File: config.mk
export PLATFORM = sky130hd
export DESIGN_NAME = soc_ctrl_top
export DESIGN_NICKNAME = d
export VERILOG_FILES = /design/src/design/soc_ctrl_pkg.sv /design/src/design/addr_decode.sv /design/src/design/clint_exec.sv /design/src/design/dbg_req_gate.sv /design/src/design/resp_fifo.sv /design/src/design/soc_ctrl_top.sv
export SDC_FILE = /design/constraint.sdc
export NUM_CORES = 1
export LEC_CHECK = 0
export BUFFER_PORTS_ARGS = -buffer_cell sky130_fd_sc_hd__buf_4
export CORE_AREA = 2 2 190 192
export DETAILED_ROUTE_END_ITERATION = 8
export DIE_AREA = 0 0 192 194
export PLACE_DENSITY = 0.91
export SYNTH_ARGS = -nofsm -noshare
export SYNTH_HDL_FRONTEND = slang
export SYNTH_HIERARCHICAL = 1
export SYNTH_SLANG_ARGS = --single-unit
File: constraint.sdc
create_clock -name clk_i -period 5.1 [get_ports clk_i]
set_clock_uncertainty 0.2 [all_clocks]
set_input_delay 1.02 -clock clk_i [delete_from_list [all_inputs] [get_ports clk_i]]
set_output_delay 1.02 -clock clk_i [all_outputs]
set_load 0.01 [all_outputs]
File: src/design/soc_ctrl_pkg.sv
// Single hart only; widths, address map and boot ROM image are fixed here and need a rebuild to change
package soc_ctrl_pkg;

  // ----------------------------------------------------------
  // Widths
  // ----------------------------------------------------------
  typedef logic [31:0] addr_t;
  typedef logic [63:0] data_t;
  typedef logic [1:0]  tgt_sel_t;

  // Decode target codes
  localparam tgt_sel_t TGT_NONE  = 2'd0;
  localparam tgt_sel_t TGT_ROM   = 2'd1;
  localparam tgt_sel_t TGT_CLINT = 2'd2;

  // ----------------------------------------------------------
  // Address map
  // ----------------------------------------------------------
  localparam addr_t ROM_BASE     = 32'h0001_0000;
  localparam addr_t ROM_LENGTH   = 32'h0000_0040;
  localparam addr_t CLINT_BASE   = 32'h0200_0000;
  localparam addr_t CLINT_LENGTH = 32'h0000_C000;

  // CLINT register offsets, hart 0
  localparam addr_t MSIP_OFFSET     = 32'h0000_0000;
  localparam addr_t MTIMECMP_OFFSET = 32'h0000_4000;
  localparam addr_t MTIME_OFFSET    = 32'h0000_BFF8;

  // Boot image, two instructions per word
  localparam int unsigned ROM_WORDS = 8;
  localparam data_t BOOT_ROM [ROM_WORDS] = '{
    64'h0202_8293_0000_0297,
    64'h0010_0513_f140_25f3,
    64'h0005_8593_0000_0617,
    64'h1050_0073_0282_8067,
    64'h0000_0013_ffdf_f06f,
    64'h0000_0000_0000_0000,
    64'h8000_0000_0000_0000,
    64'h0000_0001_0001_0000
  };

  // Cycles after reset before a debug request can reach the hart
  localparam logic [31:0] DBG_HOLD_CYCLES = 32'd500;

  // ----------------------------------------------------------
  // Bus payloads
  // ----------------------------------------------------------
  typedef struct packed {
    addr_t addr;
    logic  we;
    data_t wdata;
  } bus_req_t;

  typedef struct packed {
    tgt_sel_t tgt;
    addr_t    offset;
    logic     we;
    data_t    wdata;
  } dec_op_t;

  typedef struct packed {
    data_t rdata;
    logic  err;
  } bus_rsp_t;

endpackage

File: src/design/addr_decode.sv
// One register stage; a request outside the ROM and CLINT windows is tagged TGT_NONE, never dropped
`timescale 1ns/1ps

module addr_decode (
  input  logic                   clk_i,
  input  logic                   ndmreset_n,
  input  logic                   req_valid_i,
  output logic                   req_ready_o,
  input  soc_ctrl_pkg::bus_req_t req_i,
  output logic                   op_valid_o,
  input  logic                   op_ready_i,
  output soc_ctrl_pkg::dec_op_t  op_o
);

  logic                  rom_hit;
  logic                  clint_hit;
  logic                  req_fire;
  logic                  op_valid_q;
  soc_ctrl_pkg::dec_op_t op_d;
  soc_ctrl_pkg::dec_op_t op_q;

  // ----------------------------------------------------------
  // Rule match, base <= addr < base + length
  // ----------------------------------------------------------
  assign rom_hit   = (req_i.addr >= soc_ctrl_pkg::ROM_BASE) &&
                     (req_i.addr <  soc_ctrl_pkg::ROM_BASE + soc_ctrl_pkg::ROM_LENGTH);
  assign clint_hit = (req_i.addr >= soc_ctrl_pkg::CLINT_BASE) &&
                     (req_i.addr <  soc_ctrl_pkg::CLINT_BASE + soc_ctrl_pkg::CLINT_LENGTH);

  always_comb begin
    op_d.we    = req_i.we;
    op_d.wdata = req_i.wdata;
    if (rom_hit) begin
      op_d.tgt    = soc_ctrl_pkg::TGT_ROM;
      op_d.offset = req_i.addr - soc_ctrl_pkg::ROM_BASE;
    end else if (clint_hit) begin
      op_d.tgt    = soc_ctrl_pkg::TGT_CLINT;
      op_d.offset = req_i.addr - soc_ctrl_pkg::CLINT_BASE;
    end else begin
      // Unmapped, keep full address for visibility
      op_d.tgt    = soc_ctrl_pkg::TGT_NONE;
      op_d.offset = req_i.addr;
    end
  end

  // Stage frees up when empty or drained this cycle
  assign req_ready_o = !op_valid_q || op_ready_i;
  assign req_fire    = req_valid_i && req_ready_o;

  always_ff @(posedge clk_i or negedge ndmreset_n) begin
    if (!ndmreset_n) begin
      op_valid_q <= 1'b0;
    end else if (req_ready_o) begin
      op_valid_q <= req_valid_i;
    end
  end

  always_ff @(posedge clk_i) begin
    if (req_fire) begin
      op_q <= op_d;
    end
  end

  assign op_valid_o = op_valid_q;
  assign op_o       = op_q;

endmodule

File: src/design/clint_exec.sv
// Single-hart CLINT plus ROM reads; rtc_i must be synchronous to clk_i and slower than clk_i / 2
`timescale 1ns/1ps

module clint_exec (
  input  logic                   clk_i,
  input  logic                   ndmreset_n,
  input  logic                   rtc_i,
  input  logic                   op_valid_i,
  output logic                   op_ready_o,
  input  soc_ctrl_pkg::dec_op_t  op_i,
  output logic                   res_valid_o,
  input  logic                   res_ready_i,
  output soc_ctrl_pkg::bus_rsp_t res_o,
  output logic                   timer_irq_o,
  output logic                   ipi_o
);

  logic                   msip_q;
  soc_ctrl_pkg::data_t    mtimecmp_q;
  soc_ctrl_pkg::data_t    mtime_q;
  logic                   rtc_q;
  logic                   rtc_div_q;
  logic                   rtc_rise;
  logic                   rtc_tick;
  logic                   is_clint;
  logic                   is_msip;
  logic                   is_mtimecmp;
  logic                   is_mtime;
  logic                   op_fire;
  logic                   res_valid_q;
  soc_ctrl_pkg::bus_rsp_t res_d;
  soc_ctrl_pkg::bus_rsp_t res_q;

  // ----------------------------------------------------------
  // RTC divide by two
  // ----------------------------------------------------------
  assign rtc_rise = rtc_i && !rtc_q;
  // Every second rising edge
  assign rtc_tick = rtc_rise && rtc_div_q;

  always_ff @(posedge clk_i or negedge ndmreset_n) begin
    if (!ndmreset_n) begin
      rtc_q     <= 1'b0;
      rtc_div_q <= 1'b0;
    end else begin
      rtc_q <= rtc_i;
      if (rtc_rise) begin
        rtc_div_q <= !rtc_div_q;
      end
    end
  end

  // ----------------------------------------------------------
  // Register decode and execute
  // ----------------------------------------------------------
  assign is_clint    = (op_i.tgt == soc_ctrl_pkg::TGT_CLINT);
  assign is_msip     = is_clint && (op_i.offset == soc_ctrl_pkg::MSIP_OFFSET);
  assign is_mtimecmp = is_clint && (op_i.offset == soc_ctrl_pkg::MTIMECMP_OFFSET);
  assign is_mtime    = is_clint && (op_i.offset == soc_ctrl_pkg::MTIME_OFFSET);

  assign op_ready_o = !res_valid_q || res_ready_i;
  assign op_fire    = op_valid_i && op_ready_o;

  always_comb begin
    res_d.rdata = '0;
    res_d.err   = 1'b0;
    case (op_i.tgt)
      soc_ctrl_pkg::TGT_ROM: begin
        if (op_i.we) begin
          res_d.err = 1'b1;
        end else begin
          res_d.rdata = soc_ctrl_pkg::BOOT_ROM[op_i.offset[5:3]];
        end
      end
      soc_ctrl_pkg::TGT_CLINT: begin
        // Reads see the value before this op; unknown offsets read zero
        if (!op_i.we) begin
          if (is_msip) begin
            res_d.rdata = {63'd0, msip_q};
          end else if (is_mtimecmp) begin
            res_d.rdata = mtimecmp_q;
          end else if (is_mtime) begin
            res_d.rdata = mtime_q;
          end
        end
      end
      default: res_d.err = 1'b1;
    endcase
  end

  always_ff @(posedge clk_i or negedge ndmreset_n) begin
    if (!ndmreset_n) begin
      msip_q     <= 1'b0;
      mtimecmp_q <= '1;
      mtime_q    <= '0;
    end else begin
      if (op_fire && op_i.we && is_msip) begin
        msip_q <= op_i.wdata[0];
      end
      if (op_fire && op_i.we && is_mtimecmp) begin
        mtimecmp_q <= op_i.wdata;
      end
      // A write wins over the tick in the same cycle
      if (op_fire && op_i.we && is_mtime) begin
        mtime_q <= op_i.wdata;
      end else if (rtc_tick) begin
        mtime_q <= mtime_q + 64'd1;
      end
    end
  end

  // ----------------------------------------------------------
  // Response stage
  // ----------------------------------------------------------
  always_ff @(posedge clk_i or negedge ndmreset_n) begin
    if (!ndmreset_n) begin
      res_valid_q <= 1'b0;
    end else if (op_ready_o) begin
      res_valid_q <= op_valid_i;
    end
  end

  always_ff @(posedge clk_i) begin
    if (op_fire) begin
      res_q <= res_d;
    end
  end

  assign res_valid_o = res_valid_q;
  assign res_o       = res_q;
  assign timer_irq_o = (mtime_q >= mtimecmp_q);
  assign ipi_o       = msip_q;

endmodule

File: src/design/dbg_req_gate.sv
// Debug requests are masked for DBG_HOLD_CYCLES clocks after reset, then pass through combinationally
`timescale 1ns/1ps

module dbg_req_gate (
  input  logic clk_i,
  input  logic ndmreset_n,
  input  logic debug_req_i,
  output logic debug_req_o
);

  logic [31:0] hold_cnt_q;
  logic        hold_active;

  // Gives boot code time to set up before a halt
  assign hold_active = (hold_cnt_q != 32'd0);

  always_ff @(posedge clk_i or negedge ndmreset_n) begin
    if (!ndmreset_n) begin
      hold_cnt_q <= soc_ctrl_pkg::DBG_HOLD_CYCLES;
    end else if (hold_active) begin
      hold_cnt_q <= hold_cnt_q - 32'd1;
    end
  end

  assign debug_req_o = hold_active ? 1'b0 : debug_req_i;

endmodule

File: src/design/resp_fifo.sv
// Two entries, no fall-through path; an entry written at one edge is visible from the next
`timescale 1ns/1ps

module resp_fifo (
  input  logic                   clk_i,
  input  logic                   ndmreset_n,
  input  logic                   in_valid_i,
  output logic                   in_ready_o,
  input  soc_ctrl_pkg::bus_rsp_t in_i,
  output logic                   out_valid_o,
  input  logic                   out_ready_i,
  output soc_ctrl_pkg::bus_rsp_t out_o
);

  soc_ctrl_pkg::bus_rsp_t mem_q [2];
  logic                   wr_ptr_q;
  logic                   rd_ptr_q;
  logic [1:0]             count_q;
  logic                   push;
  logic                   pop;

  assign in_ready_o  = (count_q != 2'd2);
  assign out_valid_o = (count_q != 2'd0);
  assign push        = in_valid_i && in_ready_o;
  assign pop         = out_valid_o && out_ready_i;

  // ----------------------------------------------------------
  // Pointers and fill level
  // ----------------------------------------------------------
  always_ff @(posedge clk_i or negedge ndmreset_n) begin
    if (!ndmreset_n) begin
      wr_ptr_q <= 1'b0;
      rd_ptr_q <= 1'b0;
      count_q  <= 2'd0;
    end else begin
      if (push) begin
        wr_ptr_q <= !wr_ptr_q;
      end
      if (pop) begin
        rd_ptr_q <= !rd_ptr_q;
      end
      if (push && !pop) begin
        count_q <= count_q + 2'd1;
      end else if (pop && !push) begin
        count_q <= count_q - 2'd1;
      end
    end
  end

  // Storage
  always_ff @(posedge clk_i) begin
    if (push) begin
      mem_q[wr_ptr_q] <= in_i;
    end
  end

  assign out_o = mem_q[rd_ptr_q];

endmodule

File: src/design/soc_ctrl_top.sv
// Single-hart control block; rtc_i must be synchronous to clk_i, responses return in request order
`timescale 1ns/1ps

module soc_ctrl_top (
  input  logic                   clk_i,
  input  logic                   ndmreset_n,
  input  logic                   rtc_i,
  input  logic                   req_valid_i,
  output logic                   req_ready_o,
  input  soc_ctrl_pkg::bus_req_t req_i,
  output logic                   rsp_valid_o,
  input  logic                   rsp_ready_i,
  output soc_ctrl_pkg::bus_rsp_t rsp_o,
  input  logic                   debug_req_i,
  output logic                   debug_req_o,
  output logic                   timer_irq_o,
  output logic                   ipi_o
);

  logic                   op_valid;
  logic                   op_ready;
  soc_ctrl_pkg::dec_op_t  op;
  logic                   res_valid;
  logic                   res_ready;
  soc_ctrl_pkg::bus_rsp_t res;

  // ----------------------------------------------------------
  // Request path
  // ----------------------------------------------------------
  addr_decode i_addr_decode (
    .clk_i       ( clk_i       ),
    .ndmreset_n  ( ndmreset_n  ),
    .req_valid_i ( req_valid_i ),
    .req_ready_o ( req_ready_o ),
    .req_i       ( req_i       ),
    .op_valid_o  ( op_valid    ),
    .op_ready_i  ( op_ready    ),
    .op_o        ( op          )
  );

  clint_exec i_clint_exec (
    .clk_i       ( clk_i       ),
    .ndmreset_n  ( ndmreset_n  ),
    .rtc_i       ( rtc_i       ),
    .op_valid_i  ( op_valid    ),
    .op_ready_o  ( op_ready    ),
    .op_i        ( op          ),
    .res_valid_o ( res_valid   ),
    .res_ready_i ( res_ready   ),
    .res_o       ( res         ),
    .timer_irq_o ( timer_irq_o ),
    .ipi_o       ( ipi_o       )
  );

  resp_fifo i_resp_fifo (
    .clk_i       ( clk_i       ),
    .ndmreset_n  ( ndmreset_n  ),
    .in_valid_i  ( res_valid   ),
    .in_ready_o  ( res_ready   ),
    .in_i        ( res         ),
    .out_valid_o ( rsp_valid_o ),
    .out_ready_i ( rsp_ready_i ),
    .out_o       ( rsp_o       )
  );

  // Debug hold-off
  dbg_req_gate i_dbg_req_gate (
    .clk_i       ( clk_i       ),
    .ndmreset_n  ( ndmreset_n  ),
    .debug_req_i ( debug_req_i ),
    .debug_req_o ( debug_req_o )
  );

endmodule

; After elaboration in Yosys (flattened, before gate mapping)
; Memory sizes are Yosys's and may differ from the RTL's.
; Index checks and enable logic that the tools add are counted.
; Widths: inputs -> output; s select.
[word_totals]
latch_bits = 0
n_memories = 2
reg_bits = 333
ram_bits = 130
out_inout_bits = 70
word_cells = 88
rom_bits = 512
[memory_table]
columns = memory, depth, word_bits, rd, rd_clocked_by_memory_dff, write_ports, line_no
row1 = (name not given), 8, 64, 1, 0, 0, clint_exec.sv:72  ; res_d.rdata = soc_ctrl_pkg::BOOT_ROM[op_i.offset[5:3]];
row2 = i_resp_fifo.mem_q, 2, 65, 1, 0, 1, resp_fifo.sv:15  ; soc_ctrl_pkg::bus_rsp_t mem_q [2];
[op_classes]
reduce_logical = 32
bitwise_logic = 1
n_lt_le_gt_ge = 6
div = 0
mul = 0
shifts = 0
n_mux = 19
n_eq_ne = 5
addsub = 6
[ops]
columns = cell, count
row1 = $mux 64, 9
row2 = $pmux 64 s2, 1
row3 = $add 64x1->64 const B, 1
row4 = $ge 64x64->1, 1
row5 = $mux 34, 1
row6 = $eq 32x15->1 const B, 1
row7 = $eq 32x16->1 const B, 1
row8 = $ge 32x17->1 const B, 1
row9 = $ge 32x26->1 const B, 1
row10 = $logic_not 32->1, 1
row11 = $lt 32x17->1 const B, 1
row12 = $lt 32x26->1 const B, 1
row13 = $mux 32, 1
row14 = $reduce_bool 32->1, 1
row15 = $sub 32x1->32 const B, 1
row16 = $sub 32x17->32 const B, 1
row17 = $sub 32x26->32 const B, 1
row18 = $logic_and 1x1->1, 17
row19 = $logic_not 1->1, 8
row20 = $reduce_bool 2->1, 3
row21 = $ge 4x4->1 const B, 1
row22 = $mux 1, 4
row23 = $mux 2, 2
row24 = $not 3->4, 1
row25 = other kinds (7), 8

; Depth between registers and ports, before layout
[logic_depth]
word_depth = 7
mapped_depth = 9
depth_no_buf = 8

; Cells and area by module
; Netlist, hierarchy kept.
[modules_own_cells]
columns = mod, instances, cells_each, area_each_um2
row1 = clint_exec, 1, 1147, 10926.7
row2 = resp_fifo, 1, 220, 5046.1
row3 = addr_decode, 1, 154, 3360.7
row4 = dbg_req_gate, 1, 141, 1559.0

; Worst setup path before layout
; Ideal clock, no wire load.
[synth_path]
kind = register to register
startpoint = reg i_resp_fifo.count_q[0]
endpoint = mem i_resp_fifo/mem_q[0][0] (netlist name), enable pin
setup_ns = 0.488
required_time_ns = 4.412
arrival_ns = 3.331
path_slack_ns = 1.081
path_stages_with_launch = 4
cell_sequence = dfrtp_1 -> nand2b_1 -> nand2_1 -> nor2_1
[synth_between]
elab_chain_cells = 4
[synth_lines]
columns = item, line_no
row1 = from (decl), resp_fifo.sv:18  ; logic [1:0] count_q;
row2 = from (signal assigned), resp_fifo.sv:43  ; count_q <= count_q + 2'd1;
row3 = from (signal assigned), resp_fifo.sv:45  ; count_q <= count_q - 2'd1;
row4 = $ne 2x2->1, resp_fifo.sv:22  ; assign in_ready_o = (count_q != 2'd2);
row5 = net res_ready, soc_ctrl_top.sv:24  ; logic res_ready;
row6 = $logic_and 1x1->1, resp_fifo.sv:24  ; assign push = in_valid_i && in_ready_o;
row7 = $mux 1, resp_fifo.sv:52  ; if (push) begin
row8 = $mux 1 (not written as such), resp_fifo.sv:53  ; mem_q[wr_ptr_q] <= in_i;
row9 = to (decl), resp_fifo.sv:15
; The timed path passes the listed nets, and every way through them passes these cells.

; Worst setup path after layout
[layout_path]
startpoint = reg i_clint_exec.mtimecmp_q[43]
endpoint = out timer_irq_o
[layout_between]
elab_chain_cells = 1
[layout_lines]
columns = item, line_no
row1 = from (decl), clint_exec.sv:19  ; soc_ctrl_pkg::data_t mtimecmp_q;
row2 = from (signal assigned), clint_exec.sv:101  ; mtimecmp_q <= op_i.wdata;
row3 = $ge 64x64->1, clint_exec.sv:131  ; assign timer_irq_o = (mtime_q >= mtimecmp_q);
row4 = to (decl), soc_ctrl_top.sv:16  ; output logic timer_irq_o,
; Every way passes these cells.

==> results.toml <==
[power_and_ir_drop]
p_sw_mw = 3.54
p_per_area_nw_per_um2 = 488
swShare = 0.300
power_frac_seq = 0.470
pwr-share-clk = 0.290
p_leak_nw = 9.01
p_comb_frac = 0.240
ir_drop_mv = 0.540
p_int_mw = 8.26

[sta]
fin_ws_ps = 301
fin_crit_sh = 0.941
period_needed_ps = 4800
rsz0062_at_grt = "no"
clock.fmax_mhz = 208
slew_violations = 0
timing.slew.headroom = 0.118
hold_viol = 0
fin_setup_tns_ps = 0
worstMarginPinSlew_ps = 1320
final-setup-viol-count = 0

[setup_path]
rr_endpoint = "i_clint_exec/res_o[12]$_DFFE_PP_"
path_class = "flip-flop to output port"
cp-end-kind = "output port"
cp-start-kind = "flip-flop"
r2r_cells = 7
required_ps = 3880
cp_max_fo = 2
r2r_slack_ps = 1470
arrival_ps = 3580
r2r-start = "i_addr_decode/op_o[97]$_SDFFCE_PP1P_"

[routing]
drt_pre_antenna_iters = 6
routed_wl_um = 49000
via_per_inst = 6.06
wire_per_inst_um = 21.0
drt_iter0_markers = 1435
antenna_left = 0
vias = 14100
drc = 0

[synth]
ys_ff_latch = 463
seq_area_frac_synth = 0.629
synth_nets = 1843
synth_edf_count = 294
synthCells = 1662
netlist_area_um2 = 20900
synth_area_per_cell_um2 = 12.6
async_flop_share = 0.365
yosys.cell_types.count = 71
synth_flop_cell = "edfxtp_1"
yosys_warnings = 6

[final_layout]
fillerInstances = 2341
regArea_um2 = 13100
drive_gt1_frac = 0.230
num_antenna_cells = 0
final_cells = 2334
area_growth_pct = 15.8
multiInputGateArea_um2 = 7190
nNetsFinal = 2016

[grt]
antenna_found_initial = 1
grt_pass1_vias = 14300
grt_pass1_wl_um = 77900
grt_use_total = 0.269
gr-total-overflow = 0
grt_max_degree = 82

[job]
maxCapViolCount = 0

[placed_design]
place_congestion = 0.925
dp_worst_setup_slack_ps = 953
io_buffers = 172
dp_hpwl_um = 33200
dp.cells = 2248

[floorplanning]
row_count = 69
io_pins = 173
die_h_um = 194
die_area_um2 = 37200
core-area_um2 = 35200
initial_core_util = 0.593
die_width_um = 192

[clocking]
cts_made_buffers = 46
htreeDepth = 2
cts_root_buf = "clkbuf_16"
tritoncts = "done"
cts_setup_buffers = 0
clk-insertion-delay-late_ps = 580
cts_hold_buf = 0
path_clk_slew_ps = 70
ctsResizeCount = 0
numClockSinks = 463
clk_path_buf_depth = 3

[worst_hold_path]
min_path_type = "flip-flop to flip-flop"
hp-start = "i_clint_exec/res_o[18]$_DFFE_PP_"
min_path_cells = 0
hold_end = "i_resp_fifo/mem_q[0][18]$_DFFE_PP_"

[status]
status = "finished, final reports clean"
[cell families after synthesis]
| kind of cell | count (synthesis) | share of synthesized area |
|---|---|---|
| xor gates and xnor gates | 94 | 0.0394 |
| buffers and inverters | 144 | 0.0286 |
| AOI/OAI and AO/OA | 324 | 0.0910 |
| and+or+nand+nor | 490 | 0.121 |
| muxes | 69 | 0.0443 |
| adders and majority gates | 78 | 0.0467 |
| DFF | 463 | 0.629 |
[cell usage after synthesis, drive strengths merged (2+ instances only)]
cell / n / area [um^2]
xor2: 56 / 490
o21bai: 3 / 22.5
o211ai: 5 / 42.5
o22ai: 2 / 12.5
edfxtp: 294 / 8830
nand2b: 24 / 150
nand2: 162 / 611
a21o: 11 / 82.6
a22oi: 55 / 413
nand3: 43 / 220
xnor2: 38 / 333
o31ai: 2 / 15.0
buf: 16 / 118
and3: 15 / 93.8
or3: 7 / 48.8
mux2: 68 / 916
dfstp: 70 / 1840
nor2b: 4 / 25.0
o21ai: 125 / 626
nor2: 95 / 357
dfrtp: 99 / 2480
a21boi: 2 / 15.0
or4: 8 / 71.3
a2111oi: 2 / 36.3
a21oi: 101 / 505
ha: 78 / 976
nor4: 39 / 310
and4: 8 / 70.1
o21a: 3 / 22.5
clkbuf: 47 / 176
or2: 2 / 12.5
and2: 7 / 43.8
and4b: 2 / 20.0
inv: 81 / 304
nor3: 31 / 180
nand4: 37 / 259
a211oi: 4 / 30.0
[registers in the layout (all words and copies together), names as in the netlist]
register	flops
i_addr_decode/op_o	99
i_resp_fifo/rd_ptr_q	1
i_resp_fifo/count_q	2
i_resp_fifo/mem_q	130
i_clint_exec/mtimecmp_q	64
i_addr_decode/op_valid_o	1
i_resp_fifo/wr_ptr_q	1
i_clint_exec/res_o	65
i_clint_exec/mtime_q	64
i_clint_exec/res_valid_o	1
i_clint_exec/rtc_div_q	1
i_dbg_req_gate/hold_cnt_q	32
i_clint_exec/ipi_o	1
i_clint_exec/rtc_q	1
[critical path, stage by stage (launching register included)]
cell       delay [ps]
dfstp_2           530
inv_1              50
ha_1              300
a21oi_1           150
o21ai_0           100
a221oi_1          610
o2111ai_1         210
a211oi_1          610
o211ai_1          240
buf_4             190
[how the worst max path moves through the flow]
stage / startpoint / endpoint / slack (ps) / cells past startpoint
CTS: i_clint_exec/mtimecmp_q[41]$_DFFE_PN1P_ / timer_irq_o / 330 / 9
detailed placement: i_clint_exec/mtimecmp_q[43]$_DFFE_PN1P_ / timer_irq_o / 950 / 9
finish: i_clint_exec/mtimecmp_q[43]$_DFFE_PN1P_ / timer_irq_o / 300 / 9
floorplan: i_resp_fifo/count_q[0]$_DFFE_PN0P_ / i_resp_fifo/mem_q[0][0]$_DFFE_PP_ / 1080 / 3
global route: i_clint_exec/mtimecmp_q[41]$_DFFE_PN1P_ / timer_irq_o / 240 / 9
global placement: i_clint_exec/mtimecmp_q[43]$_DFFE_PN1P_ / timer_irq_o / 970 / 9
[power groups by stage]
stage,registers (mW),clock network [mW],logic [mW]
after floorplan,5.36,0,1.88
after global placement,5.51,0,2.74
after detailed placement,5.60,0,2.81
after CTS,5.54,3.48,2.84
after global routing,5.63,3.62,3.07
final,5.55,3.42,2.83
[cells in the final DEF (no fill, tap or decap), drive strengths merged, types with 3 or more instances in the layout]
| master | instances |
|---|---|
| a211oi | 4 |
| a21o | 11 |
| a21oi | 101 |
| a22oi | 55 |
| and2 | 7 |
| and3 | 15 |
| and4 | 8 |
| buf | 188 |
| bufinv | 5 |
| clkbuf | 58 |
| clkinv | 18 |
| dfrtp | 99 |
| dfstp | 70 |
| edfxtp | 294 |
| ha | 78 |
| inv | 85 |
| mux2 | 68 |
| nand2 | 162 |
| nand2b | 24 |
| nand3 | 43 |
| nand4 | 37 |
| nor2 | 95 |
| nor2b | 4 |
| nor3 | 31 |
| nor4 | 39 |
| o211ai | 5 |
| o21a | 3 |
| o21ai | 125 |
| o21bai | 3 |
| or3 | 7 |
| or4 | 8 |
| xnor2 | 38 |
| xor2 | 56 |
[per-layer routing]
metal	part of all wire	track usage	vias to the layer above
met2	0.48	0.429	659
met4	0.029	0.0953	2
met1	0.41	0.372	6958
met5	0.00022	0	-
li1	-	-	6429
met3	0.077	0.0519	93
[per-stage QoR]
| step | hold WS [ps] | area [um^2] | power (mW) | util |
|---|---|---|---|---|
| 5_1_grt | 256 | 24200 | 12.3 | 0.687 |
| 3_5_place_dp | 230 | 22700 | 8.41 | 0.643 |
| 4_1_cts | 234 | 24200 | 11.9 | 0.687 |
| 3_3_place_gp | 222 | 22700 | 8.25 | 0.643 |
| 6_report | 237 | 24200 | 11.8 | 0.687 |
| 2_1_floorplan | 221 | 20900 | 7.24 | - |
[area by class of cell]
class,count,area share
repair buffers,188,0.0595
clock buffers,58,0.0509
multi-input cells,1055,0.297
inverters,81,0.0126
clock inverters,28,0.0122
well taps,461,0.0238
flip-flops and latches,463,0.544
(Power assumes the default switching activity.)
